==> src/source/ls_pkg.sv <==
`default_nettype none

package ls_pkg;

    //////////////////////////////
    // Sizes and address map
    //////////////////////////////

    localparam int ID_W = 4;

    // Peripheral window sits high, RAM starts at zero
    localparam logic [31:0] PERIPH_BASE = 32'h8000_0000;
    localparam int PERIPH_REGS = 8;

    //////////////////////////////
    // Encodings
    //////////////////////////////

    // Access width, RISC-V fn3 field of loads and stores
    typedef enum logic [2:0] {
        LS_B = 3'b000,
        LS_H = 3'b001,
        LS_W = 3'b010,
        L_BU = 3'b100,
        L_HU = 3'b101
    } ls_fn3_t;

    // Cause values as in mcause
    typedef enum logic [3:0] {
        LOAD_ADDR_MISALIGNED  = 4'd4,
        LOAD_ACCESS_FAULT     = 4'd5,
        STORE_ADDR_MISALIGNED = 4'd6,
        STORE_ACCESS_FAULT    = 4'd7
    } ls_exc_t;

    typedef enum logic {
        UNIT_RAM    = 1'b0,
        UNIT_PERIPH = 1'b1
    } ls_unit_t;

    // Per-load info kept until the data comes back
    typedef struct packed {
        ls_fn3_t          width;
        logic [1:0]       byte_addr;
        logic [ID_W-1:0]  id;
        ls_unit_t         unit;
    } ls_attr_t;

endpackage

`default_nettype wire

==> src/source/ls_load_align.sv <==
`timescale 1ns/1ps
`default_nettype none

module ls_load_align (
    input  wire [31:0]            word,
    input  wire ls_pkg::ls_attr_t attr,
    output logic [31:0]           data
);

    logic [15:0] half_sel;
    logic [7:0] byte_sel;

    // Halfword first, then the byte within it
    assign half_sel = attr.byte_addr[1] ? word[31:16] : word[15:0];
    assign byte_sel = attr.byte_addr[0] ? half_sel[15:8] : half_sel[7:0];

    always_comb begin
        case (attr.width)
            ls_pkg::LS_B: data = {{24{byte_sel[7]}}, byte_sel};
            ls_pkg::LS_H: data = {{16{half_sel[15]}}, half_sel};
            ls_pkg::L_BU: data = {24'b0, byte_sel};
            ls_pkg::L_HU: data = {16'b0, half_sel};
            // Word, or an unused encoding
            default: data = word;
        endcase
    end

endmodule

`default_nettype wire

==> config.mk <==
export PLATFORM = sky130hd
export DESIGN_NAME = ls_load_align
export DESIGN_NICKNAME = d
export VERILOG_FILES = /design/src/source/ls_pkg.sv /design/src/source/ls_load_align.sv
export SDC_FILE = /design/constraint.sdc
export NUM_CORES = 1
export LEC_CHECK = 0
export ABC_AREA = 1
export BUFFER_PORTS_ARGS = -buffer_cell sky130_fd_sc_hd__buf_2
export CAP_MARGIN = 20
export CORE_MARGIN = 4
export CORE_UTILIZATION = 35
export DETAILED_ROUTE_END_ITERATION = 12
export MAX_ROUTING_LAYER = met4
export PLACE_DENSITY = 0.74
export SYNTH_ARGS = -nofsm -noshare
export SYNTH_HDL_FRONTEND = slang
export SYNTH_SLANG_ARGS = --single-unit
export TNS_END_PERCENT = 20
==> constraint.sdc <==
create_clock -name vclk -period 0.85
set_clock_uncertainty 0.15 [all_clocks]
set_input_delay 0 -clock vclk [all_inputs]
set_output_delay 0 -clock vclk [all_outputs]
set_load 0.02 [all_outputs]
==> results.txt <==
crit end category -> output pin
cell row count -> 18
Worst path max stage delay -> 0.19 ns
# clk buffers -> 0
Final ANT Viol Nets -> 0
seq_cells -> 0
initial core utilization -> 36.4%
CP Cell Sequence -> buf_12, inv_8, nand2_8, nor2_4, nand3_4, clkbuf_16, nand2_2, buf_6
Synth Cell Area -> 893 um2
DP Worst Slack -> -0.376 ns
Die Span X -> 58.5 um
Synth cell types -> 20
largest cells by area after synthesis -> nand2_1 (36%), nand3_2 (15%), nand2_2 (7.0%)
final instance area -> 0.00178 mm2
register area share after synthesis -> 0%
Crit Path Max Fanout -> 7
largest net degree at the start of global routing -> 19
Residual DRC -> 0
Worst Tran Pin Value -> 0.245 ns
Synth warnings -> 0
gr ovfl total -> 0
initial antenna violation count -> 0
routed via count -> 1,263
highest routed layer -> met4
layout cells sized above 1 -> 64.7%
worst setup margin -> -0.129 ns
# diodes -> 0
area leader, netlist -> nand2_1
DR WL/cell -> 13.4 um
vias per cell -> 4.82
HP Class -> in2out
Non-Filler Instances -> 262
crit path buf inv count -> 4
Initial DRT Pass Iterations -> 4
CP max-delay cell -> clkbuf_16
run status -> complete, but fails checks
number of top-level pins -> 74
failing checks -> setup timing
Rel. slew slack -> 83.6%
Tot GR Track Use -> 18.8%
number of global-route vias before repair -> 1,165
Worst path top cell family by delay -> buffers and inverters
total leakage power -> 1.06 nW
CP startpoint -> attr[8]
Yosys top cell area share -> 35.7%
Layout Nets -> 276
syn nets -> 197
input/output buffers -> 69
CTS Hold Bufs -> 0
Routed WL -> 3500 um
Power Dens Cells -> 675 mW/mm2
Cells after Synth -> 155
part of the cycle the worst path needs -> 115%
Placed Cells -> 258
Core Util, Final -> 72.3%
Setup Crit Path Kind -> in2out
Die H -> 58.5 um
Final Setup Violations -> 30
dpl hpwl -> 2410 um
max_cap viols -> 0
HP Start -> word[22]
IR drop worst, VDD -> 0.438 mV
met3 wire length -> 175 um
Max Fclk -> 1020 MHz
Register Area -> 0 um2
final hold vios -> 0
crit path launch type -> input pin
gpl congestion -> 0.817
fin. max-slew vios -> 0
Syn Area/Cell -> 5.76 um2
RSZ-0062 raised after global routing -> true
Die ar. -> 0.00342 mm2
Filler cells -> 205
Worst Path Arrival -> 0.83 ns
worst hold margin -> 0.172 ns
WP data required -> 0.70 ns
total core area -> 0.00245 mm2
placement-stage cell area -> 0.00131 mm2
met2 wire len -> 1830 um
Final min period -> 0.979 ns
first-pass GRT wire length -> 5050 um
M1 WL -> 1460 um
drt first-iter violations -> 41
Area Overhead vs Synth -> 98.7%
cell type report:
cell class,instances,area [um2],share of cell area [%]
inverters,5,46.3,2.61
multi-input cells,140,917,51.7
well taps,30,37.5,2.11
repair buffers,87,774,43.6
stage by stage:
| step | TNS, ns | power, W |
|---|---|---|
| 2_1_floorplan | -0.281 | 0.000568 |
| 3_3_place_gp | -8.30 | 0.000872 |
| 3_5_place_dp | -8.47 | 0.000878 |
| 4_1_cts | -2.94 | 0.00107 |
| 5_1_grt | -4.40 | 0.00129 |
| 6_report | -2.80 | 0.00120 |
logic make-up (layout without fill, tap and decap cells):
| kind of cell | after synthesis | count (layout) | synth area share [%] |
|---|---|---|---|
| and+or+nand+nor | 131 | 131 | 79.6 |
| AOI/OAI and AO/OA | 9 | 9 | 7.00 |
| buffers and inverters | 15 | 92 | 13.4 |
cells in the mapped netlist:
library cell	n
nand3b_4	1
inv_2	1
nand3_4	2
a21oi_1	2
buf_2	1
buf_8	2
nand3_2	13
inv_1	2
nor2_2	1
inv_6	2
nand3_1	12
nand2_1	85
nand2_2	10
buf_6	4
nand2_4	3
clkbuf_1	3
or2_2	2
nor2_4	1
nor2_8	1
a22oi_1	7
final timing paths:
check,to,slack (ns),depth (start not counted)
max,data[13],-0.13,8
min,data[22],0.17,4
repair_timing:
item | CTS | global route
setup buffers | 2 | 1
endpoints found under the hold margin | 0 | 0
endpoints found under the setup margin | 32 | 32
pin swaps | 6 | 4
cloned | 0 | 1
resized for setup | 74 | 41
per-layer routing:
layer	vias up	track usage, %
li1	654	-
met4	0	1.99
met2	43	34.3
met5	-	-
met1	562	23.5
met3	4	0.877
layout by cell type (no fill, tap or decap), drive strengths merged:
master and count:
or2 2, nor2 3, nand2 98, inv 4, buf 86, a22oi 7
a21oi 2, clkinv 1, clkbuf 1, nand3 27, nand3b 1
where the power goes:
part           leakage (nW)  total [W]  internal [W]  switching, W
Sequential                0          0             0             0
Clock                     0          0             0             0
Combinational          1.06    0.00120      0.000567      0.000632
No activity file was read; power rests on OpenSTA's default activity.
