--- config.mk ---
export PLATFORM = sky130hd
export DESIGN_NAME = ls_periph_regs
export DESIGN_NICKNAME = d
export VERILOG_FILES = /design/src/source/ls_pkg.sv /design/src/source/ls_periph_regs.sv
export SDC_FILE = /design/constraint.sdc
export NUM_CORES = 1
export LEC_CHECK = 0
export ABC_AREA = 1
export BUFFER_PORTS_ARGS = -buffer_cell sky130_fd_sc_hd__clkbuf_2
export CAP_MARGIN = 20
export CELL_PAD_IN_SITES_DETAIL_PLACEMENT = 1
export CELL_PAD_IN_SITES_GLOBAL_PLACEMENT = 2
export CORE_MARGIN = 4
export CORE_UTILIZATION = 42
export DETAILED_ROUTE_END_ITERATION = 16
export GPL_TIMING_DRIVEN = 0
export HOLD_SLACK_MARGIN = 0.05
export MAX_ROUTING_LAYER = met4
export PLACE_DENSITY = 0.89
export SLEW_MARGIN = 20
export SYNTH_ARGS = -nofsm -noshare
export SYNTH_HDL_FRONTEND = slang
export SYNTH_SLANG_ARGS = --single-unit
export TNS_END_PERCENT = 100
--- constraint.sdc ---
create_clock -name clk -period 2.9 [get_ports clk]
set_clock_uncertainty 0.1 [all_clocks]
set_input_delay 0.145 -clock clk [delete_from_list [all_inputs] [get_ports clk]]
set_output_delay 0.145 -clock clk [all_outputs]
set_load 0.03 [all_outputs]
--- src/source/ls_pkg.sv ---
`default_nettype none

package ls_pkg;

    //////////////////////////////
    // Sizes and address map
    //////////////////////////////

    localparam int ID_W = 4;

    // Peripheral window sits high, RAM starts at zero
    localparam logic [31:0] PERIPH_BASE = 32'h8000_0000;
    localparam int PERIPH_REGS = 8;

    //////////////////////////////
    // Encodings
    //////////////////////////////

    // Access width, RISC-V fn3 field of loads and stores
    typedef enum logic [2:0] {
        LS_B = 3'b000,
        LS_H = 3'b001,
        LS_W = 3'b010,
        L_BU = 3'b100,
        L_HU = 3'b101
    } ls_fn3_t;

    // Cause values as in mcause
    typedef enum logic [3:0] {
        LOAD_ADDR_MISALIGNED  = 4'd4,
        LOAD_ACCESS_FAULT     = 4'd5,
        STORE_ADDR_MISALIGNED = 4'd6,
        STORE_ACCESS_FAULT    = 4'd7
    } ls_exc_t;

    typedef enum logic {
        UNIT_RAM    = 1'b0,
        UNIT_PERIPH = 1'b1
    } ls_unit_t;

    // Per-load info kept until the data comes back
    typedef struct packed {
        ls_fn3_t          width;
        logic [1:0]       byte_addr;
        logic [ID_W-1:0]  id;
        ls_unit_t         unit;
    } ls_attr_t;

endpackage

`default_nettype wire

--- src/source/ls_periph_regs.sv ---
`timescale 1ns/1ps
`default_nettype none

module ls_periph_regs (
    input  wire         clk,
    input  wire         rst,
    input  wire         req,
    input  wire         is_store,
    input  wire [31:0]  address,
    input  wire [3:0]   be,
    input  wire [31:0]  wdata,
    output logic [31:0] rdata,
    output logic        rvalid
);

    localparam int IDX_W = (ls_pkg::PERIPH_REGS > 1) ? $clog2(ls_pkg::PERIPH_REGS) : 1;

    logic [31:0] regs [ls_pkg::PERIPH_REGS];
    logic [IDX_W-1:0] idx;
    logic s1_valid;
    logic [31:0] s1_data;

    assign idx = address[IDX_W+1:2];

    //////////////////////////////
    // Register file
    //////////////////////////////

    always_ff @(posedge clk) begin
        if (rst) begin
            for (int i = 0; i < ls_pkg::PERIPH_REGS; i++) begin
                regs[i] <= '0;
            end
        end else if (req && is_store) begin
            for (int i = 0; i < 4; i++) begin
                if (be[i]) begin
                    regs[idx][8*i +: 8] <= wdata[8*i +: 8];
                end
            end
        end
    end

    //////////////////////////////
    // Two-stage read pipe
    //////////////////////////////

    always_ff @(posedge clk) begin
        if (rst) begin
            s1_valid <= 1'b0;
            rvalid <= 1'b0;
        end else begin
            s1_valid <= req & ~is_store;
            rvalid <= s1_valid;
        end
    end

    // Data sampled at issue, then just carried along
    always_ff @(posedge clk) begin
        if (req && !is_store) begin
            s1_data <= regs[idx];
        end
        if (s1_valid) begin
            rdata <= s1_data;
        end
    end

endmodule

`default_nettype wire

==> metrics.md <==
| Metric | Value |
|---|---|
| Sequential share of the synthesized area | 0.688 |
| Distinct cell type count of the synthesized netlist | 18 |
| Largest net degree at the start of global routing | 20 |
| Maximum achievable frequency | 410 MHz |
| Global route total overflow | 0 |
| Worst slew margin | 0.356 |
| Startpoint types | input pin |
| Area grow syn2layout | 17.9% |
| TNS Setup | 0 ns |
| Pre-CTS WS | 0.539 ns |
| PD cells | 663 mW/mm^2 |
| Tcrit/Tclk final | 0.842 |
| Vias per inst | 5.09 |
| Post-layout util | 0.506 |
| Fraction of layout cells with a size suffix above 1 | 0.131 |
| Worst Tran Pin Value | 0.966 ns |
| Final setup fails | 0 |
| Die W | 191 um |
| Num CTS Buffers | 37 |
| Syn avg cell area | 9.84 sq um |
| First drt pass iteration count | 5 |
| Worst-path fanout max | 9 |
| Final std cells w/o fill | 2042 |
| Crit path DAT | 2.49 ns |
| DR vias | 10400 |
| Full die area | 0.0364 sq mm |
| Maxcap violations | 0 |
| Wire per inst | 20.9 um |
| Num ports | 105 |
| Skew-Pair Late Insertion Delay | 0.52 ns |
| Status | finished, final reports clean |
| Tmin final | 2.44 ns |
| Die Height | 191 um |
| Leak | 7.21 nW |
| HPWL after DPL | 27900 um |
| Ys Warns | 0 |
| Vias in the first global route | 11100 |
| CTS tree | yes |
| Peak VDD IR | 0.347 mV |
| CTS Sinks | 322 |
| Final hold violation count | 0 |
| Initial drt markers | 777 |
| GR Util All Layers | 0.245 |
| Final Max Slew Viols | 0 |
| #FFs+latches synth | 322 |
| Post-synth net total | 1497 |
| CTS H-tree lvls | 2 |
| Starting density of the core | 0.429 |
| Post-Syn Instances | 1425 |
| Nets | 1645 |
| CTS max path bufs | 3 |
| CP Capture Type | register |
| Routed WL | 42700 um |
| Initial antenna violation count | 0 |
| Post-route ant nets | 0 |
| Number of instances in the placed design | 1941 |
| Final WS setup | 0.459 ns |
| Clock-pin slew on the worst setup and hold paths | 0.06 ns |
| Row cnt | 66 |
| RSZ-0062 raised after global routing | no |
| DRC Markers | 0 |
| Global placement routability congestion | 0.827 |
| Root Buffer | clkbuf_16 |
| First-pass GRT wire length | 64700 um |
| Required time of the critical path | 2.95 ns |
| Critical path class | input pin to register |
| Core Footprint | 0.0327 sq mm |
| Mapped Area | 0.0140 sq mm |
| Antenna diodes | 0 |
| Worst hold path type | input pin to register |
| Port bufs | 72 |
[repair_timing]
action	CTS	global route
buffers inserted	0	0
hold endpoints to repair	253	0
hold buffers	35	0
endpoints found under the setup margin	0	0
resized for setup	0	0
[critical path, cell delays in order]
cell and delay (ns):
dlygate4sd3_1 0.55, clkbuf_2 0.26, nand3_1 0.23, nor2_2 0.44
nand2_2 0.29, nand2_1 0.57
[flip-flops by register name, summed over array words and instances, names as in the netlist]
| register | cells |
|---|---|
| regs | 256 |
| rdata | 32 |
| s1_data | 32 |
| rvalid | 1 |
| s1_valid | 1 |
[stage by stage]
stage          power, mW  hold WS, ns  cell area [sq um]
3_5_place_dp        6.36        0.305              15000
2_1_floorplan       6.01        0.122              14000
4_1_cts             11.0        0.143              16500
6_report            11.0        0.160              16500
3_3_place_gp        6.31        0.301              14900
5_1_grt             11.3        0.168              16500
[Yosys cell counts, drive strengths merged]
library cell / count / area, sq um
nor3: 7 / 83.8
dfxtp: 2 / 40.0
nand3: 6 / 30.0
nand2: 721 / 2790
nor2: 270 / 1040
inv: 40 / 150
clkbuf: 13 / 48.8
edfxtp: 320 / 9610
nand4: 4 / 25.0
buf: 42 / 215
[cells in the final DEF, fill, tap and decap left out]
master / count
nand2_1: 689
edfxtp_1: 320
nor2_1: 263
clkbuf_2: 72
clkbuf_16: 39
inv_1: 37
dlygate4sd3_1: 35
nand2_2: 32
buf_2: 31
clkbuf_1: 22
clkinv_1: 7
nand3_1: 6
buf_1: 6
buf_4: 5
clkinv_2: 5
nand4_1: 4
nor2_2: 4
bufinv_16: 4
inv_2: 3
nor3_4: 3
nor3_2: 3
nor2_4: 3
buf_12: 2
nor3_1: 1
inv_6: 1
inv_8: 1
dfxtp_1: 1
dfxtp_2: 1
[routing by layer]
layer  vias to the layer above  share of wire  GRT usage
li1                       4876              -          -
met3                        87          0.050     0.0357
met1                      5180           0.43      0.310
met5                         -              0          -
met2                       253           0.50      0.412
met4                         0          0.029     0.0732
[final cells by class]
class                   instances  area (sq um)
fillers                      3746         16200
inverters                      40           150
well taps                     442           553
clock inverters                18           191
flip-flops and latches        322          9650
repair buffers                109           751
clock buffers                  48          1010
plain buffers                  55           264
multi-input cells            1008          3970
[report_power, final]
part / leakage, nW / switching (mW) / internal (mW)
Clock: 0.589 / 1.85 / 2.82
Combinational: 3.56 / 0.642 / 0.227
Sequential: 3.06 / 0.0681 / 5.36
[final timing paths]
path | start | end | slack, ns | depth (start not counted)
max | is_store | regs[6][22] | 0.46 | 6
min | address[4] | s1_data[2] | 0.16 | 4
max reg2reg | s1_valid | rdata[30] | 1.59 | 1
min reg2reg | s1_data[31] | rdata[31] | 0.31 | 0
[kinds of logic after synthesis]
logic type,count (synthesis),share of synthesized area
buf+inv,95,0.0295
flops,322,0.688
simple gates,1008,0.283
No activity file was read; power rests on OpenSTA's default activity.
