`src/source/ls_pkg.sv`:
```
`default_nettype none

package ls_pkg;

    //////////////////////////////
    // Sizes and address map
    //////////////////////////////

    localparam int ID_W = 4;

    // Peripheral window sits high, RAM starts at zero
    localparam logic [31:0] PERIPH_BASE = 32'h8000_0000;
    localparam int PERIPH_REGS = 8;

    //////////////////////////////
    // Encodings
    //////////////////////////////

    // Access width, RISC-V fn3 field of loads and stores
    typedef enum logic [2:0] {
        LS_B = 3'b000,
        LS_H = 3'b001,
        LS_W = 3'b010,
        L_BU = 3'b100,
        L_HU = 3'b101
    } ls_fn3_t;

    // Cause values as in mcause
    typedef enum logic [3:0] {
        LOAD_ADDR_MISALIGNED  = 4'd4,
        LOAD_ACCESS_FAULT     = 4'd5,
        STORE_ADDR_MISALIGNED = 4'd6,
        STORE_ACCESS_FAULT    = 4'd7
    } ls_exc_t;

    typedef enum logic {
        UNIT_RAM    = 1'b0,
        UNIT_PERIPH = 1'b1
    } ls_unit_t;

    // Per-load info kept until the data comes back
    typedef struct packed {
        ls_fn3_t          width;
        logic [1:0]       byte_addr;
        logic [ID_W-1:0]  id;
        ls_unit_t         unit;
    } ls_attr_t;

endpackage

`default_nettype wire

```
`src/source/ls_attr_fifo.sv`:
```
`timescale 1ns/1ps
`default_nettype none

module ls_attr_fifo #(
    parameter int DEPTH = 2
) (
    input  wire                   clk,
    input  wire                   rst,
    input  wire                   push,
    input  wire ls_pkg::ls_attr_t data_in,
    input  wire                   pop,
    output ls_pkg::ls_attr_t      data_out,
    output logic                  full,
    output logic                  empty
);

    localparam int PTR_W = (DEPTH > 1) ? $clog2(DEPTH) : 1;
    localparam int CNT_W = $clog2(DEPTH + 1);

    ls_pkg::ls_attr_t mem [DEPTH];
    logic [PTR_W-1:0] wr_ptr;
    logic [PTR_W-1:0] rd_ptr;
    logic [CNT_W-1:0] count;

    // Wrap at DEPTH, which need not be a power of two
    function automatic logic [PTR_W-1:0] next_ptr(input logic [PTR_W-1:0] ptr);
        if (ptr == PTR_W'(DEPTH - 1)) begin
            return '0;
        end
        return ptr + 1'b1;
    endfunction

    always_ff @(posedge clk) begin
        if (rst) begin
            wr_ptr <= '0;
            rd_ptr <= '0;
            count <= '0;
        end else begin
            if (push) begin
                wr_ptr <= next_ptr(wr_ptr);
            end
            if (pop) begin
                rd_ptr <= next_ptr(rd_ptr);
            end
            count <= count + CNT_W'(push) - CNT_W'(pop);
        end
    end

    always_ff @(posedge clk) begin
        if (push) begin
            mem[wr_ptr] <= data_in;
        end
    end

    assign data_out = mem[rd_ptr];
    assign full = (count == CNT_W'(DEPTH));
    assign empty = (count == '0);

    no_push_full: assert property (@(posedge clk) disable iff (rst) push |-> !full)
        else $error("attribute FIFO overflow");

    no_pop_empty: assert property (@(posedge clk) disable iff (rst) pop |-> !empty)
        else $error("attribute FIFO underflow");

endmodule

`default_nettype wire

```
`config.mk`:
```
export PLATFORM = sky130hd
export DESIGN_NAME = ls_attr_fifo
export DESIGN_NICKNAME = d
export VERILOG_FILES = /design/src/source/ls_pkg.sv /design/src/source/ls_attr_fifo.sv
export SDC_FILE = /design/constraint.sdc
export NUM_CORES = 1
export LEC_CHECK = 0
export ABC_AREA = 1
export BUFFER_PORTS_ARGS = -buffer_cell sky130_fd_sc_hd__buf_2
export CAP_MARGIN = 20
export CORE_ASPECT_RATIO = 1.25
export CORE_MARGIN = 2
export CORE_UTILIZATION = 53
export CTS_BUF_LIST = sky130_fd_sc_hd__clkbuf_8
export DETAILED_ROUTE_END_ITERATION = 10
export PLACE_DENSITY = 0.8
export SYNTH_ARGS = -nofsm -noshare
export SYNTH_HDL_FRONTEND = slang
export SYNTH_SLANG_ARGS = --single-unit
```
`constraint.sdc`:
```
create_clock -name clk -period 1.6 [get_ports clk]
set_clock_uncertainty 0.15 [all_clocks]
set_input_delay 0.24 -clock clk [delete_from_list [all_inputs] [get_ports clk]]
set_output_delay 0.24 -clock clk [all_outputs]
set_load 0.02 [all_outputs]
```
==> impl_metrics.env <==
export IMPL_required_ns=1.21
export IMPL_ant_nets=0
export IMPL_p_sw_mw=0.336
export IMPL_min_period_ns=1.59
export IMPL_start_util_pct=55.8
export IMPL_drive_gt1_share_pct=46.2
export IMPL_area_delta_synth_final_pct=25.4
export IMPL_whs_ns=0.00803
export IMPL_viasPerCell=4.99
export IMPL_p_leak_nw=0.541
export IMPL_seq_area_frac_synth_pct=71.1
export IMPL_slew_headroom_pct=71.0
export IMPL_synth_area_leaders="edfxtp_1, mux2_4, dfxtp_1, inv_1, nor2_1"
export IMPL_syn_area_per_cell_um2=15.9
export IMPL_core_area_um2=1770
export IMPL_multi_input_area_um2=244
export IMPL_reg2reg_slack_ns=0.27
export IMPL_setup_ws_ns=0.00721
export IMPL_yosysMostFrequentCell="edfxtp_1"
export IMPL_cts_root_buf="clkbuf_8"
export IMPL_cts_clk_slew_worst_paths_ns=0.09
export IMPL_drt_iter0_drc=3
export IMPL_seqPwrFrac_pct=55.2
export IMPL_firstDrtPassIters=2
export IMPL_routabilityCongestion=0.559
export IMPL_port_buffers=25
export IMPL_yosysTopAreaCell="edfxtp_1"
export IMPL_ys_flop_type="edfxtp_1"
export IMPL_p_comb_share_pct=18.4
export IMPL_die_h_um=52.2
export IMPL_cts_made_buffers=3
export IMPL_nets=110
export IMPL_hp_class="in -> reg"
export IMPL_period_share_pct=99.5
export IMPL_dp_hpwl_mm=1.07
export IMPL_grt_max_degree=16
export IMPL_cp_data_arrival_time_ns=1.20
export IMPL_netlist_area_um2=986
export IMPL_synth_fp_nets=78
export IMPL_internal_power_mw=1.05
export IMPL_swShare_pct=24.2
export IMPL_worstReg2RegStart="count[0]"
export IMPL_cap_violations=0
export IMPL_htree_levels=1
export IMPL_tightest_slew_ns=0.434
export IMPL_fp_dieArea_um2=2220
export IMPL_routedWlPerCell_um=12.7
export IMPL_synth_edff_count=20
export IMPL_path_max_fanout=10
export IMPL_rsz0062_at_grt="true"
export IMPL_grt_overflow_total=0
export IMPL_max_freq_mhz=628
export IMPL_ff_latch_area_um2=702
export IMPL_ff2ff_path_depth=6
export IMPL_synth_cells=62
export IMPL_setup_viol=0
export IMPL_ys_top_cells_by_count="edfxtp_1, mux2_4, inv_1, nor2_1, dfxtp_1"
export IMPL_async_reset_ff_share_pct=0
export IMPL_nFillCells=128
export IMPL_final_util_pct=70.0
export IMPL_maxSlewViolCount=0
export IMPL_die_x_um=42.6
export IMPL_vias=559
export IMPL_finalHoldViolCount=0
export IMPL_clk_latency_ns=0.26
export IMPL_min_path_cells=1
export IMPL_synth_top_area_share_pct=60.9
export IMPL_ir_worst_vdd_mv=0.814
export IMPL_power_density_nw_per_um2=1120
export IMPL_dp_slack_ns=0.258
export IMPL_hp_start="data_in[6]"
export IMPL_antenna_found_initial=0
export IMPL_wl_mm=1.42
export IMPL_grt_pass1_wl_mm=2.22
export IMPL_cts_num_sinks=25
export IMPL_power_frac_clock_pct=26.4
export IMPL_cts_buffer_depth=2
export IMPL_diodes=0
export IMPL_drc=0
export IMPL_cts_hold_buf=0
export IMPL_critPathCaptureType="output port"
export IMPL_track_usage_pct=14.2
export IMPL_tritoncts="yes"
export IMPL_num_io_pins=26
export IMPL_yosys_register_bits=25
export IMPL_ys_warn_count=0
export IMPL_grt_pass1_vias=517
export IMPL_status="completed"
export IMPL_rows=17
export IMPL_crit_type="reg -> out"
export IMPL_whs_endpoint="mem[0][6]"
export IMPL_r2r_end="count[1]"
export IMPL_synth_cell_types=12
export IMPL_start_kind="flip-flop"
worst max-delay path, stage by stage (launching register included):
cell and delay [ns]:
dfxtp_2 0.34, buf_12 0.14, mux2_4 0.30, buf_2 0.16
cells by family (layout without fill, tap and decap cells):
logic type	count (synthesis)	in the layout	share of synthesized area (%)
compound gates	1	1	0.507
buf+inv	9	40	4.19
simple gates	14	14	5.58
fa+ha+maj	2	2	2.54
flops	25	25	71.1
mux	10	10	15.2
xor+xnor	1	1	0.888
cells in the final DEF (no fill, tap or decap):
cell type   instances
nand3_1             1
a21oi_1             1
nor2_1              8
mux2_4             10
xnor2_1             1
dfxtp_2             1
nand2_1             4
clkinvlp_4          1
inv_1               8
buf_2              20
clkbuf_8            3
ha_1                2
edfxtp_1           20
nor3_1              1
dfxtp_1             4
buf_12              1
buf_4               3
buf_6               4
repair_timing:
item / in CTS / in global routing
endpoints found under the setup margin: 10 / 10
gates resized for setup: 2 / 8
buffers inserted: 0 / 0
power groups by stage:
stage / Combinational, mW / Clock (mW) / Sequential [mW]
final: 0.256 / 0.365 / 0.765
after global routing: 0.277 / 0.401 / 0.769
after CTS: 0.246 / 0.378 / 0.766
after detailed placement: 0.244 / 0 / 0.780
after global placement: 0.235 / 0 / 0.776
after floorplan: 0.164 / 0 / 0.774
metal layers:
metal  track usage [%]  share of wire, %  vias to the layer above
met5                 0                 0                        -
met3              3.45               4.5                        2
li1                  -                 -                      277
met2              24.1                54                       16
met1              15.9                40                      264
met4              9.38              0.99                        0
how the worst max path moves through the flow:
stage	from	end	slack, ns	depth (start not counted)
CTS	flip-flop	data_out[6]	-0.005	3
finish	flip-flop	data_out[6]	0.007	3
detailed placement	count[0]	count[1]	0.26	6
global placement	flip-flop	data_out[9]	0.27	3
floorplan	wr_ptr	mem[0][0]	0.30	1
global route	flip-flop	data_out[5]	-0.03	3
sequential cells by signal (all words and copies together), names as in the netlist, named ones only:
| name | flops |
|---|---|
| mem | 20 |
| count | 2 |
| rd_ptr | 1 |
| wr_ptr | 1 |
layout make-up:
| class | instances | area share, % |
|---|---|---|
| flip-flops and latches | 25 | 56.8 |
| multi-input cells | 28 | 19.7 |
| repair buffers | 28 | 15.2 |
| clock buffers | 3 | 3.34 |
| inverters | 8 | 2.43 |
| well taps | 19 | 1.92 |
| clock inverters | 1 | 0.607 |
through the flow:
stage,setup TNS (ns),total power [mW],cell area [um^2],instances
final,0,1.39,1240,112
after CTS,-0.0132,1.39,1210,112
after global placement,0,1.01,1160,108
after floorplan,0,0.938,986,62
after global routing,-0.194,1.45,1240,112
after detailed placement,0,1.02,1160,108
Note: power is estimated with default switching activity, not from simulation.
