--- src/source/ls_pkg.sv ---
`default_nettype none

package ls_pkg;

    //////////////////////////////
    // Sizes and address map
    //////////////////////////////

    localparam int ID_W = 4;

    // Peripheral window sits high, RAM starts at zero
    localparam logic [31:0] PERIPH_BASE = 32'h8000_0000;
    localparam int PERIPH_REGS = 8;

    //////////////////////////////
    // Encodings
    //////////////////////////////

    // Access width, RISC-V fn3 field of loads and stores
    typedef enum logic [2:0] {
        LS_B = 3'b000,
        LS_H = 3'b001,
        LS_W = 3'b010,
        L_BU = 3'b100,
        L_HU = 3'b101
    } ls_fn3_t;

    // Cause values as in mcause
    typedef enum logic [3:0] {
        LOAD_ADDR_MISALIGNED  = 4'd4,
        LOAD_ACCESS_FAULT     = 4'd5,
        STORE_ADDR_MISALIGNED = 4'd6,
        STORE_ACCESS_FAULT    = 4'd7
    } ls_exc_t;

    typedef enum logic {
        UNIT_RAM    = 1'b0,
        UNIT_PERIPH = 1'b1
    } ls_unit_t;

    // Per-load info kept until the data comes back
    typedef struct packed {
        ls_fn3_t          width;
        logic [1:0]       byte_addr;
        logic [ID_W-1:0]  id;
        ls_unit_t         unit;
    } ls_attr_t;

endpackage

`default_nettype wire

--- src/source/ls_addr_gen.sv ---
`timescale 1ns/1ps
`default_nettype none

module ls_addr_gen #(
    parameter int RAM_WORDS = 256
) (
    input  wire                        clk,
    input  wire                        rst,
    input  wire                        issue_valid,
    input  wire [31:0]                 rs1,
    input  wire [11:0]                 offset,
    input  wire ls_pkg::ls_fn3_t       fn3,
    input  wire                        is_store,
    input  wire [ls_pkg::ID_W-1:0]     id,
    input  wire                        exc_ack,
    output logic [31:0]                address,
    output logic [3:0]                 be,
    output ls_pkg::ls_unit_t           unit,
    output logic                       access_ok,
    output logic                       exc_valid,
    output ls_pkg::ls_exc_t            exc_code,
    output logic [31:0]                exc_tval,
    output logic [ls_pkg::ID_W-1:0]    exc_id
);

    localparam logic [31:0] RAM_END = 32'(RAM_WORDS * 4);
    localparam logic [31:0] PERIPH_END = ls_pkg::PERIPH_BASE + 32'(ls_pkg::PERIPH_REGS * 4);

    logic in_ram;
    logic in_periph;
    logic misaligned;
    logic new_exc;

    // Base plus sign-extended immediate
    assign address = rs1 + {{20{offset[11]}}, offset};

    always_comb begin
        case (fn3)
            ls_pkg::LS_H, ls_pkg::L_HU: misaligned = address[0];
            ls_pkg::LS_W: misaligned = |address[1:0];
            default: misaligned = 1'b0;
        endcase
    end

    // Byte enables sized by the low two bits of fn3
    always_comb begin
        be = 4'b0000;
        case (fn3[1:0])
            2'b00: be[address[1:0]] = 1'b1;
            2'b01: be = address[1] ? 4'b1100 : 4'b0011;
            default: be = 4'b1111;
        endcase
    end

    //////////////////////////////
    // Range decode
    //////////////////////////////

    assign in_ram = address < RAM_END;
    assign in_periph = (address >= ls_pkg::PERIPH_BASE) && (address < PERIPH_END);
    assign unit = in_periph ? ls_pkg::UNIT_PERIPH : ls_pkg::UNIT_RAM;
    assign access_ok = ~misaligned & (in_ram | in_periph);
    assign new_exc = issue_valid & ~access_ok;

    //////////////////////////////
    // Held exception
    //////////////////////////////

    always_ff @(posedge clk) begin
        if (rst) begin
            exc_valid <= 1'b0;
        end else begin
            exc_valid <= (exc_valid & ~exc_ack) | new_exc;
        end
    end

    // First fault wins until it is acknowledged
    always_ff @(posedge clk) begin
        if (new_exc && (!exc_valid || exc_ack)) begin
            if (misaligned) begin
                exc_code <= is_store ? ls_pkg::STORE_ADDR_MISALIGNED
                                     : ls_pkg::LOAD_ADDR_MISALIGNED;
            end else begin
                exc_code <= is_store ? ls_pkg::STORE_ACCESS_FAULT
                                     : ls_pkg::LOAD_ACCESS_FAULT;
            end
            exc_tval <= address;
            exc_id <= id;
        end
    end

    exc_held_stable: assert property (@(posedge clk) disable iff (rst)
        (exc_valid && !exc_ack) |=> (exc_valid && $stable(exc_code)))
        else $error("exception code changed while held");

endmodule

`default_nettype wire

--- config.mk ---
export PLATFORM = sky130hd
export DESIGN_NAME = ls_addr_gen
export DESIGN_NICKNAME = d
export VERILOG_FILES = /design/src/source/ls_pkg.sv /design/src/source/ls_addr_gen.sv
export SDC_FILE = /design/constraint.sdc
export NUM_CORES = 1
export LEC_CHECK = 0
export ABC_AREA = 1
export BUFFER_PORTS_ARGS = -buffer_cell sky130_fd_sc_hd__buf_2
export CAP_MARGIN = 20
export CORE_UTILIZATION = 52
export DETAILED_ROUTE_END_ITERATION = 12
export PLACE_DENSITY_LB_ADDON = 0.3
export REMOVE_ABC_BUFFERS = 1
export SLEW_MARGIN = 20
export SYNTH_ARGS = -nofsm -noshare
export SYNTH_HDL_FRONTEND = slang
export SYNTH_SLANG_ARGS = --single-unit
export TNS_END_PERCENT = 1
--- constraint.sdc ---
create_clock -name clk -period 6.2 [get_ports clk]
set_input_delay 1.24 -clock clk [delete_from_list [all_inputs] [get_ports clk]]
set_output_delay 1.24 -clock clk [all_outputs]
set_load 0.005 [all_outputs]
==> impl_metrics.py, run 1 <==
metrics = {
    "status": {
        "status": "finished, final reports clean",
    },
    "critical_path": {
        "regToRegSetupSlack_ns": 4.79,
        "crit_type": "in -> out",
        "cp-start-kind": "input port",
        "r2r_cells": 2,
        "rr_startpoint": "exc_valid$_SDFF_PP0_",
        "setup.worst_path.start": "offset[0]",
        "worstSetupEndpointType": "output port",
        "r2r-end": "exc_tval[1]$_DFFE_PP_",
        "required_ns": 4.96,
        "crit_fanout": 4,
        "cp.arrival_ns": 3.76,
    },
    "detailed_routing": {
        "drc_errors": 0,
        "drt_iter0_drc": 234,
        "firstDrtPassIters": 5,
        "ant_nets": 0,
        "vias": 4232,
        "viasPerCell": 4.90,
        "wl_mm": 11.5,
        "wl_per_cell_um": 13.3,
    },
    "logic_synthesis": {
        "synthTopCellsByCount": "nand2_1 (239), inv_1 (141), nor2_1 (45), edfxtp_1 (38), nand3_1 (36)",
        "yosysTopAreaCellShare_pct": 28.8,
        "ys_ff_latch": 39,
        "yosys.cell_types.count": 31,
        "synth_most_common_cell": "nand2_1",
        "synth_edf_count": 38,
        "ys.warnings.count": 0,
        "async_flop_share_pct": 0,
        "synth_flop_cell": "edfxtp_1",
        "synth_top_area_cell": "edfxtp_1",
        "syn_avg_cell_area_um2": 6.33,
        "synthCells": 625,
        "syn_area_um2": 3960,
        "ys_seq_area_share_pct": 29.3,
        "synthTopCellsByArea": "edfxtp_1 (29%), nand2_1 (23%), inv_1 (13%), ha_1 (9.8%), nand3_1 (4.6%)",
    },
    "grt": {
        "antenna_found_initial": 0,
        "grt_pass1_wl_mm": 17.8,
        "grt-ovfl-total": 0,
        "grt_max_degree": 39,
        "grt_pass1_vias": 3823,
        "track_usage_pct": 29.5,
    },
    "cts": {
        "cts_tree": "done",
        "cts.reportedPaths.clkPinSlew_ns": 0.07,
        "cts-buffers-inserted": 5,
        "clk_path_buf_depth": 2,
        "cts_root_buf": "clkbuf_8",
        "clk_latency_ns": 0.28,
        "post_cts_buffers": 0,
        "cts.repair.resized": 0,
        "h-tree-depth": 2,
        "cts.sinks": 39,
        "holdBufCountCts": 0,
    },
    "sta": {
        "min_period_ns": 5.00,
        "drv_slew": 0,
        "timing.fmax_mhz": 200,
        "rsz0062_at_grt": "false",
        "setup_tns_ns": 0,
        "slew_headroom_pct": 58.3,
        "worstMarginPinSlew_ns": 0.623,
        "setup_viol": 0,
        "worst_slack_ns": 1.20,
        "fin_skew_ns": 0.00404,
        "fin_crit_sh_pct": 80.6,
        "hold_viol": 0,
    },
    "final_layout": {
        "fill_cells": 691,
        "finalInstanceArea_um2": 4850,
        "drive_above_1_share_pct": 22.3,
        "nNetsFinal": 851,
        "diodes": 0,
        "area_delta_synth_final_pct": 22.5,
    },
    "pwr": {
        "pwr_density_cell_nw_per_um2": 184,
        "vdd_drop_max_mv": 0.0924,
        "total_leakage_power_nw": 2.86,
    },
    "placed_design": {
        "placed_area_um2": 4740,
        "place_congestion": 0.966,
        "dp_hpwl_mm": 9.96,
        "dp_slack_ns": 1.22,
        "portBuffers": 132,
    },
    "die": {
        "rows": 31,
        "core_um2": 7290,
        "die_h_um": 89.2,
        "start_util_pct": 54.3,
        "fp.dieArea_um2": 7960,
        "die_w_um": 89.2,
        "io-pin-count": 135,
    },
    "flow_run": {
        "cap_violations": 0,
    },
    "hold_path": {
        "hold_end": "exc_valid$_SDFF_PP0_",
        "hold_depth": 2,
        "hold_start": "exc_valid$_SDFF_PP0_",
        "min_path_type": "reg -> reg",
    },
}
==> cell families after synthesis <==
family                   count (synthesis)  synth area share, %
other                                    2                0.190
flip-flops                              39                 29.3
AND/OR/NAND/NOR                        363                 39.1
XOR/XNOR                                11                 2.44
AO/OA/AOI/OAI                           31                 4.46
adder cells (fa/ha/maj)                 32                 10.3
buffers and inverters                  147                 14.1
==> where the power goes <==
part / internal [W] / total (W) / switching [W]
clock network: 0.0000788 / 0.000159 / 0.0000803
logic: 0.000148 / 0.000398 / 0.000250
registers: 0.000329 / 0.000336 / 0.00000676
total: 0.000556 / 0.000893 / 0.000337
==> state kept, by name (all words and copies together), names as in the netlist <==
register / flops
exc_id: 4
exc_valid: 1
exc_tval: 32
exc_code: 2
==> per-layer routing <==
layer / part of all wire [%] / vias up / routed length, um / global-route usage [%]
met3: 7.8 / 10 / 896 / 2.22
met2: 47 / 165 / 5390 / 52.8
li1: - / 2196 / - / -
met4: 0.99 / 0 / 114 / 6.06
met1: 44 / 1861 / 5120 / 39.0
met5: 0 / - / 0 / 0
==> worst max path at each step <==
stage                                  endpoint  slack, ns
after CTS                                  unit       1.21
after floorplan           exc_code[0]$_DFFE_PP_       1.02
final                                      unit       1.20
after global placement                     unit       1.20
after global routing                       unit       1.01
after detailed placement                   unit       1.22
==> through the flow <==
step | hold slack, ns | utilization, % | std cells | total power (W)
floorplan | 0.467 | - | 623 | 0.000576
global placement | 0.489 | 65.0 | 854 | 0.000723
detailed placement | 0.504 | 65.0 | 854 | 0.000733
CTS | 0.516 | 66.1 | 862 | 0.000887
global route | 0.547 | 66.5 | 863 | 0.000957
finish | 0.517 | 66.5 | 863 | 0.000893
==> layout make-up <==
type                       count  area, um2  share of cell area (%)
multi-input combinational    439       2250                    46.4
clock buffer                   7       76.3                    1.58
clock inverter                 1       5.00                   0.103
inverter                     145        544                    11.2
tap                           99        124                    2.56
sequential                    39       1160                    24.0
timing repair buffer         133        688                    14.2
==> critical path, stage by stage <==
cell and delay [ns]:
buf_2 0.10, ha_1 0.26, fa_1 0.52, nand3_1 0.13
nand3_1 0.16, nand2_1 0.10, nand2_1 0.14, nand2_1 0.10
nand2_1 0.07, xnor2_1 0.27, nand3_1 0.12, nor2_1 0.12
nand3_1 0.16, nor2_1 0.15, buf_2 0.12
==> cells in the final DEF, fill, tap and decap left out, types with 5 or more instances in the layout <==
master    instances
a21oi_1          17
buf_2           132
clkbuf_8          5
edfxtp_1         38
ha_1             31
inv_1           141
nand2_1         239
nand2_2           8
nand3_1          36
nand4_1          10
nor2_1           45
nor2_2           11
o21ai_0           5
xor2_1            8
Note: power is estimated with default switching activity, not from simulation.
==> run 2: changes to the inputs <==
CORE_UTILIZATION = 47   (was 52)
clock period = 4.2 ns   (was 6.2 ns; I/O delays follow)
==> run 2 against run 1 <==
First-iteration DRC count shrank 22%. Worst hold slack got worse by 0.0011 ns. Register-to-register slack worse by 2.0 ns. Setup slack worse by 0.95 ns. Die area up 10%. Cell count grew 1.5%. Global-route usage decreased by 4.2 points. Critical path depth unchanged. Critical path type unchanged. Highest routed layer unchanged.
==> impl_metrics.py, run 2 (synthesis gave the netlist of run 1 again) <==
metrics = {
    "sta": {
        "rsz0062_at_grt": "false",
        "setup_viol": 0,
        "worstMarginPinSlew_ns": 0.663,
        "setup_tns_ns": 0,
        "min_period_ns": 3.95,
        "drv_slew": 0,
        "timing.fmax_mhz": 253,
        "fin_crit_sh_pct": 94.1,
        "slew_headroom_pct": 55.7,
        "fin_skew_ns": 0.00567,
        "hold_viol": 0,
    },
    "grt": {
        "grt-ovfl-total": 0,
        "grt_max_degree": 39,
        "grt_pass1_wl_mm": 17.3,
        "antenna_found_initial": 0,
        "track_usage_pct": 25.3,
        "grt_pass1_vias": 3677,
    },
    "critical_path": {
        "r2r-end": "exc_tval[1]$_DFFE_PP_",
        "crit_fanout": 4,
        "worstSetupEndpointType": "output port",
        "rr_startpoint": "exc_valid$_SDFF_PP0_",
        "cp-start-kind": "input port",
        "regToRegSetupSlack_ns": 2.77,
        "cp.arrival_ns": 3.11,
        "crit_type": "in -> out",
        "r2r_cells": 2,
        "required_ns": 3.36,
    },
    "detailed_routing": {
        "wl_per_cell_um": 12.5,
        "ant_nets": 0,
        "drc_errors": 0,
        "wl_mm": 10.9,
        "viasPerCell": 4.77,
        "firstDrtPassIters": 5,
        "vias": 4182,
        "drt_iter0_drc": 182,
    },
    "cts": {
        "post_cts_buffers": 0,
        "cts_root_buf": "clkbuf_8",
        "h-tree-depth": 2,
        "cts.reportedPaths.clkPinSlew_ns": 0.07,
        "cts_tree": "done",
        "clk_path_buf_depth": 2,
        "cts-buffers-inserted": 5,
        "clk_latency_ns": 0.29,
        "holdBufCountCts": 0,
        "cts.sinks": 39,
    },
    "final_layout": {
        "largest_register_ff_count": 32,
        "nNetsFinal": 858,
        "top_register": "exc_tval",
        "final_common_cell": "nand2_1",
        "top_regs": "exc_tval x32, exc_id x4, exc_code x2",
        "mostFrequentLayoutCells": "nand2_1 (239), inv_1 (141), buf_2 (131)",
        "fin_util_pct": 60.5,
        "area_delta_synth_final_pct": 25.0,
        "drive_above_1_share_pct": 24.1,
        "diodes": 0,
    },
    "placed_design": {
        "dp_hpwl_mm": 9.57,
        "portBuffers": 132,
        "place_congestion": 0.953,
    },
    "die": {
        "io-pin-count": 135,
        "rows": 33,
        "die_w_um": 93.7,
        "core_um2": 8180,
        "fp.dieArea_um2": 8790,
        "die_h_um": 93.7,
        "start_util_pct": 48.4,
    },
    "pwr": {
        "power.internal_w": 0.000834,
        "pwr_density_cell_nw_per_um2": 272,
        "totalPowerFinal_w": 0.00134,
        "comb_power_share_pct": 44.8,
        "total_leakage_power_nw": 2.90,
        "p_clk_share_pct": 18.4,
        "switchingPower_w": 0.000510,
        "vdd_drop_max_mv": 0.112,
        "seqPwrFrac_pct": 36.8,
        "switching_share_pct": 38.0,
    },
    "hold_path": {
        "hold_depth": 2,
        "hold_start": "exc_valid$_SDFF_PP0_",
        "min_path_type": "reg -> reg",
        "hold_end": "exc_valid$_SDFF_PP0_",
    },
    "status": {
        "status": "finished, final reports clean",
    },
    "flow_run": {
        "cap_violations": 0,
    },
}
-- run 2: cell type report --
cell class,count,area [um2]
clock buffers,5,68.8
flip-flops and latches,39,1160
multi-input cells,439,2270
fillers,800,3230
well taps,105,131
repair buffers,140,743
clock inverters,3,20.0
inverters,145,544
-- run 2: worst max path at each step --
stage / from / endpoint / slack [ns] / depth (start not counted)
after floorplan: offset[0] / exc_code[0]$_DFFE_PP_ / -0.58 / 13
after global placement: offset[0] / exc_tval[2]$_DFFE_PP_ / -0.05 / 14
after detailed placement: offset[0] / exc_tval[2]$_DFFE_PP_ / -0.12 / 14
after CTS: offset[0] / unit / 0.1 / 15
after global routing: offset[0] / unit / 0.03 / 15
final: offset[0] / unit / 0.25 / 15
-- run 2: power groups by stage --
stage                     clock network [W]  registers (W)  logic [W]
after global routing               0.000263       0.000499   0.000677
after floorplan                           0       0.000512   0.000338
after global placement                    0       0.000503   0.000584
after detailed placement                  0       0.000505   0.000588
after CTS                          0.000254       0.000496   0.000591
final                              0.000248       0.000495   0.000602
-- run 2: repair_timing --
item | in CTS | in global routing
gates resized for setup | 0 | 9
endpoints found under the setup margin | 0 | 2
endpoints found under the hold margin | 0 | 0
-- run 2: stage by stage --
stage          setup slack [ns]  instances  hold WS (ns)  instance area (um2)
6_report                  0.249        876         0.516                 4940
5_1_grt                  0.0335        876         0.539                 4940
4_1_cts                  0.0952        875         0.513                 4890
3_5_place_dp             -0.120        867         0.502                 4800
3_3_place_gp            -0.0501        867         0.493                 4800
2_1_floorplan            -0.584        623         0.467                 3940
-- run 2: metal layers --
layer  vias to the layer above  GRT usage [%]  wire, um
met5                         -              0         0
met4                         0           5.77       108
met3                         8           2.59       683
met2                       132           40.8      4800
met1                      1836           36.4      5320
li1                       2206              -         -
-- run 2: worst max-delay path, cell delays in order --
cell,delay (ns)
buf_2,0.10
ha_1,0.27
fa_2,0.42
nand3_1,0.12
nand3_2,0.12
nand2_1,0.09
nand2_1,0.13
nand2_1,0.09
nand2_1,0.08
xnor2_2,0.17
nand3_1,0.10
nor2_1,0.12
nand3_1,0.17
nor2_1,0.16
buf_2,0.12
==> run 3: changes to the inputs <==
==> constraint.sdc (replaced) <==
create_clock -name clk -period 4.2 [get_ports clk]
set_input_delay 0.42 -clock clk [delete_from_list [all_inputs] [get_ports clk]]
set_output_delay 0.42 -clock clk [all_outputs]
set_load 0.005 [all_outputs]
==> run 3 against run 2 <==
Utilization shrank 1.2 points. Via count up 1.7%. Critical path depth is the same. Setup slack improved by 0.58 ns. Flip-flop and latch count unchanged.
==> impl_metrics.py, run 3 (synthesis gave the netlist of run 1 again) <==
metrics = {
    "sta": {
        "worstMarginPinSlew_ns": 0.600,
        "fin_skew_ns": 0.00972,
        "setup_tns_ns": 0,
        "worst_slack_ns": 0.829,
        "slew_headroom_pct": 59.9,
        "fin_crit_sh_pct": 80.3,
        "setup_viol": 0,
        "hold_viol": 0,
        "min_period_ns": 3.37,
        "rsz0062_at_grt": "false",
        "holdWs_ns": 0.304,
        "timing.fmax_mhz": 297,
        "drv_slew": 0,
    },
    "die": {
        "fp.dieArea_um2": 8790,
        "rows": 33,
        "die_w_um": 93.7,
        "start_util_pct": 48.4,
        "core_um2": 8180,
        "io-pin-count": 135,
        "die_h_um": 93.7,
    },
    "grt": {
        "grt-ovfl-total": 0,
        "grt_pass1_wl_mm": 17.6,
        "grt_max_degree": 22,
        "track_usage_pct": 25.9,
        "grt_pass1_vias": 3806,
        "antenna_found_initial": 0,
    },
    "critical_path": {
        "r2r-end": "exc_id[2]$_DFFE_PP_",
        "cp-start-kind": "input port",
        "required_ns": 4.19,
        "rr_startpoint": "exc_valid$_SDFF_PP0_",
        "worstSetupEndpointType": "flip-flop",
        "r2r_cells": 2,
        "crit_type": "in -> reg",
        "regToRegSetupSlack_ns": 2.80,
        "crit_fanout": 21,
        "cp.arrival_ns": 3.36,
    },
    "cts": {
        "cts.reportedPaths.clkPinSlew_ns": 0.07,
        "cts.sinks": 39,
        "cts_root_buf": "clkbuf_8",
        "clk_latency_ns": 0.28,
        "cts-buffers-inserted": 5,
        "holdBufCountCts": 0,
        "cts.repair.resized": 0,
        "clk_path_buf_depth": 2,
        "cts_tree": "done",
        "post_cts_buffers": 0,
        "h-tree-depth": 2,
    },
    "placed_design": {
        "dp_hpwl_mm": 9.82,
        "dp_slack_ns": 0.578,
        "place_congestion": 0.968,
        "portBuffers": 132,
        "placed_area_um2": 4760,
    },
    "final_layout": {
        "finalInstanceArea_um2": 4840,
        "mostFrequentLayoutCells": "nand2_1 (239), inv_1 (141), buf_2 (132)",
        "largest_register_ff_count": 32,
        "area_delta_synth_final_pct": 22.4,
        "top_register": "exc_tval",
        "diodes": 0,
        "final_common_cell": "nand2_1",
        "nNetsFinal": 851,
        "top_regs": "exc_tval x32, exc_id x4, exc_code x2",
        "drive_above_1_share_pct": 22.3,
    },
    "hold_path": {
        "min_path_type": "in -> reg",
        "hold_end": "exc_valid$_SDFF_PP0_",
        "hold_depth": 2,
        "hold_start": "rst",
    },
    "detailed_routing": {
        "vias": 4252,
        "drt_iter0_drc": 209,
        "ant_nets": 0,
        "drc_errors": 0,
        "viasPerCell": 4.90,
        "firstDrtPassIters": 4,
        "wl_per_cell_um": 13.0,
        "wl_mm": 11.2,
    },
    "pwr": {
        "vdd_drop_max_mv": 0.107,
        "total_leakage_power_nw": 2.86,
        "pwr_density_cell_nw_per_um2": 271,
    },
    "status": {
        "status": "finished, final reports clean",
    },
    "flow_run": {
        "cap_violations": 0,
    },
}
[run 3: cell types whose count changed in the layout (fill, tap and decap cells not counted), moves of 2 or more]
cell	change
buf_4	-8
ha_1	+3
ha_2	-3
clkinvlp_4	-2
nand3_1	+2
nand3_2	-2
[run 3: power by group]
part	switching, W	internal (W)
Combinational	0.000367	0.000217
Clock	0.000118	0.000110
Sequential	0.0000110	0.000486
Total	0.000497	0.000814
[run 3: worst max path at each step]
stage / cells after the start / slack (ns) / end / start
after floorplan: 13 / -0.16 / exc_code[0]$_DFFE_PP_ / offset[0]
after CTS: 15 / 0.87 / exc_tval[31]$_DFFE_PP_ / offset[0]
final: 15 / 0.83 / exc_id[2]$_DFFE_PP_ / offset[0]
after global placement: 15 / 0.63 / exc_tval[30]$_DFFE_PP_ / offset[0]
after global routing: 15 / 0.56 / exc_tval[15]$_DFFE_PP_ / offset[0]
after detailed placement: 15 / 0.58 / exc_tval[28]$_DFFE_PP_ / offset[0]
[run 3: critical path, stage by stage]
cell and delay (ns):
buf_2 0.10, ha_1 0.26, fa_1 0.50, nand3_1 0.13, nand3_1 0.15, nand2_1 0.10, nand2_1 0.11, xor2_1 0.36
nor2_1 0.07, nand3_1 0.12, nand3_1 0.12, nand3_2 0.10, o21ai_2 0.09, a21oi_4 0.48, buf_12 0.25
[run 3: routing by layer]
metal  global-route usage (%)  share of wire (%)  vias up  wire [um]
li1                         -                  -     2183          -
met4                     7.05                1.4        0        157
met3                     1.86                5.8       11        647
met5                        0                  0        -          0
met1                     34.9                 47     1905       5240
met2                     44.4                 46      153       5210
[run 3: stage by stage]
stage / util [%] / instances / power [W]
floorplan: - / 623 / 0.000850
global placement: 58.3 / 861 / 0.00107
detailed placement: 58.3 / 861 / 0.00108
CTS: 59.2 / 868 / 0.00131
global route: 59.2 / 868 / 0.00140
finish: 59.2 / 868 / 0.00131
[run 3: cell type report]
type	instances	area (um2)
Multi-Input combinational cell	439	2250
Tap cell	105	131
Timing Repair Buffer	133	681
Sequential cell	39	1160
Clock inverter	2	8.76
Clock buffer	5	68.8
Fill cell	818	3330
Inverter	145	544
